[config.mk]
export PLATFORM = sky130hd
export DESIGN_NAME = ntt_tag_delay
export DESIGN_NICKNAME = d
export VERILOG_FILES = /design/src/ntt_pkg.sv /design/src/ntt_tag_delay.sv
export SDC_FILE = /design/constraint.sdc
export NUM_CORES = 1
export LEC_CHECK = 0
export ABC_CLOCK_PERIOD_IN_PS = 29200
export BUFFER_PORTS_ARGS = -buffer_cell sky130_fd_sc_hd__buf_2
export CAP_MARGIN = 20
export CORE_ASPECT_RATIO = 1.25
export CORE_MARGIN = 1.5
export CORE_UTILIZATION = 45
export DETAILED_ROUTE_END_ITERATION = 8
export GPL_TIMING_DRIVEN = 0
export MAX_ROUTING_LAYER = met4
export PLACE_DENSITY = 0.67
export SETUP_SLACK_MARGIN = 0.5
export SYNTH_ARGS = -nofsm -noshare
export SYNTH_HDL_FRONTEND = slang
export SYNTH_SLANG_ARGS = --single-unit
[constraint.sdc]
create_clock -name clk -period 29.2 [get_ports clk]
set_input_delay 2.92 -clock clk [delete_from_list [all_inputs] [get_ports clk]]
set_output_delay 2.92 -clock clk [all_outputs]
set_load 0.05 [all_outputs]
[src/ntt_pkg.sv]
package ntt_pkg;

    // residue width, shared by coefficients, twiddles and the modulus
    localparam int COEF_W   = 16;

    // one radix-16 job
    localparam int N_POINTS = 16;
    localparam int N_BFLY   = N_POINTS / 2;

    // radix-2 stages, one register each
    localparam int N_STAGES = 4;

    // memory index carried in the tag
    localparam int IDX_W    = 6;

    typedef logic [COEF_W-1:0] coef_t;

    typedef logic [IDX_W-1:0] idx_t;

    // coefficients in natural order, element i is position i
    typedef coef_t [N_POINTS-1:0] ntt_vec_t;

    // modulus and twiddle table, twiddle 0 never selected
    typedef struct packed {
        coef_t    modulus;
        ntt_vec_t twiddle;
    } ntt_ctx_t;

    // read/write indices that return with the result
    typedef struct packed {
        idx_t [N_POINTS-1:0] ma_idx;
        idx_t [N_POINTS-1:0] bn_idx;
    } ntt_tag_t;

endpackage

[src/ntt_tag_delay.sv]
`timescale 1ns/10ps

module ntt_tag_delay import ntt_pkg::*; (
    input  logic     clk,
    input  logic     rst,
    input  logic     in_valid,
    input  ntt_tag_t in_tag,
    output logic     out_valid,
    output ntt_tag_t out_tag
);

    // one slot per stage register, slot 0 is the newest job
    logic [N_STAGES-1:0] valid_sr;
    ntt_tag_t            tag_sr [N_STAGES];

    // shifts every cycle, so a slot lines up with its stage
    always_ff @(posedge clk or posedge rst) begin
        if (rst) begin
            valid_sr <= '0;
            for (int i = 0; i < N_STAGES; i++) begin
                tag_sr[i] <= '0;
            end
        end else begin
            valid_sr <= {valid_sr[N_STAGES-2:0], in_valid};
            tag_sr[0] <= in_tag;
            for (int i = 1; i < N_STAGES; i++) begin
                tag_sr[i] <= tag_sr[i-1];
            end
        end
    end

    // oldest slot leaves with the last stage
    assign out_valid = valid_sr[N_STAGES-1];
    assign out_tag   = tag_sr[N_STAGES-1];

endmodule

==> run metrics <==
Die W=195.1 um; die area=0.04745 mm2; final setup fails=0; wire length per cell=between 15 and 20 um; drt pass-1 iters=4; DP Worst Slack=24.26 ns; commonest non-fill, non-tap cells in the layout=772 x dfrtp_1, 387 x buf_2, 192 x buf_4, 76 x clkbuf_16, 18 x clkbuf_1; Starting DRT DRC Count=187; Slew HR=42.97%; layout cell share with drive strength beyond 1=46.73%; sequential area share after synthesis=between 90 and 100%; Ys Warns=0; H-tree Lvls=3; cts hold-fix bufs=0; Pins Over Slew Limit=0; Post-CTS Setup Repair Bufs=0; Power Density=83.73 mW/mm2; comb_multi_in=0; Initial Util=between 40% and 50%; Netlist cell types=3; Slowest-stage cell, CP=dfrtp_1; Post-Layout Cell Count=2075; Core Region=roughly 0.045 mm2; Required @ worst endpoint=approximately 26 ns; Crit. End Element=output port; Least-Margin Pin Slew=0.8555 ns; vias in the first global route=9215; Final Util=a little under three fifths; Final min period=4.259 ns; Cell Rows=between 80 and 90; status=finished, final reports clean; Final Hold Fails=0; Worst Path Max Fanout=1; Vias/cell=4.009; total grt overflow=0; dpl hpwl=20260 um; # DRC=0; Num CTS Buffers=71; Clock Path Buffers=3; IO Port Bufs=387; CP startpoint kind=flip-flop; critical path, cell by cell=buf_4, buf_2; Final Skew=0.01859 ns; Mapped Cells=965; area of the multi-input gates=0 um2; Syn Nets=around 1200; Synth-to-Final Area Change=25.09%; Final Cycle Share=14.59%; CTS resizes=0; WS Path Type=flip-flop to output port; setup slack after layout=24.94 ns; Antenna Violating Nets Remaining=0; Post-Route WL=approximately 32000 um; Tot GR Track Use=around 15%; Leakage=12.67 nW; Final nets=approximately 1600; GPL Wtd Cong=around 0.74; I/O pins=388; Chip Height=243.2 um; Worst VDD drop=0.06139 mV; total power after layout=2.175 mW; CTS tree=built; FILL cells=3407; vias=approximately 8300; CTS Root Cell=clkbuf_16; Worst-path clk slew=0.06 ns; initial antenna violation count=14; Worst-Skew Late Latency=0.59 ns; unrepaired setup endpoints after global routing=no; most common cell after layout, fill and taps aside=dfrtp_1; Mapped Area=0.02076 mm2; Mapped Avg Cell Area=between 20 and 25 um2; Fmax=about 230 MHz; largest net degree at the start of global routing=149; first-pass GRT wire length=49960 um; Synth Register Bits=slightly below 800; worst min-delay path class=flip-flop to flip-flop; Hold Worst Slack=0.3406 ns; Max Cap Viol=0; placed cells=1935; CTS Sinks=772; Critical Path Max Stage Delay=0.37 ns; CP arrival=1.34 ns
[logic make-up (layout without fill, tap and decap cells)]
group	after synthesis	in the layout	share of synthesized area (%)
flip-flops	772	772	93.04
buffers and inverters	193	711	6.960
other	0	14	0
[Yosys cell counts]
library cell    n  share of area (%)
buf_4         192                6.9
inv_1           1              0.018
dfrtp_1       772                 93
[metrics by stage]
step | cell area, um2 | setup TNS, ns
after floorplan | 20760 | 0
after global placement | 23420 | -933.01
after detailed placement | 23570 | 0
after CTS | 25940 | 0
after global routing | 25970 | 0
final | 25970 | 0
[power by group]
group	internal, mW	switching, mW	total, mW
clock	0.545	0.373	0.917
combinational	0.0358	0.0839	0.120
sequential	1.12	0.0143	1.14
[flip-flops by register name (all words and copies together), names as in the netlist]
register  flops
tag_sr      576
out_tag     192
valid_sr      4
[final timing paths]
check                                             from                    end  cells past startpoint  slack, ns
worst max-delay path            out_tag[189]$_DFF_PP0_           out_tag[189]                      2      24.94
worst min-delay path             tag_sr[514]$_DFF_PP0_  tag_sr[322]$_DFF_PP0_                      0       0.34
worst max register to register   tag_sr[271]$_DFF_PP0_  out_tag[79]$_DFF_PP0_                      0      28.70
worst min register to register   tag_sr[514]$_DFF_PP0_  tag_sr[322]$_DFF_PP0_                      0       0.34
max in group asynchronous                          rst  tag_sr[197]$_DFF_PP0_                      4      24.99
min in group asynchronous                          rst   out_tag[6]$_DFF_PP0_                      2       2.54
[critical path: cells and delay by family (launching register included)]
kind / cells / cell delay [ns]
buffers and inverters: 2 / 0.38
flip-flops: 1 / 0.37
[metal layers]
metal  up-vias  routed length [um]  share of wire [%]  global-route usage, %
li1       3733                   -                  -                      -
met1      4216               12030                 38                  16.48
met2       285               15860                 50                  22.46
met3        84                2612                8.2                  5.308
met4         0                1195                3.8                  8.003
met5         -                   0                  0                      -
[cell type report]
class / count / area, um2 / share of cell area (%)
sequential: 772 / 19320 / 74.38
buffer: 192 / 1441 / 5.549
clock buffer: 103 / 2093 / 8.059
timing repair buffer: 392 / 2074 / 7.987
antenna: 14 / 35.03 / 0.1349
tap: 578 / 723.2 / 2.784
inverter: 1 / 11.26 / 0.04335
clock inverter: 23 / 276.5 / 1.065
Note: power is estimated with default switching activity, not from simulation.
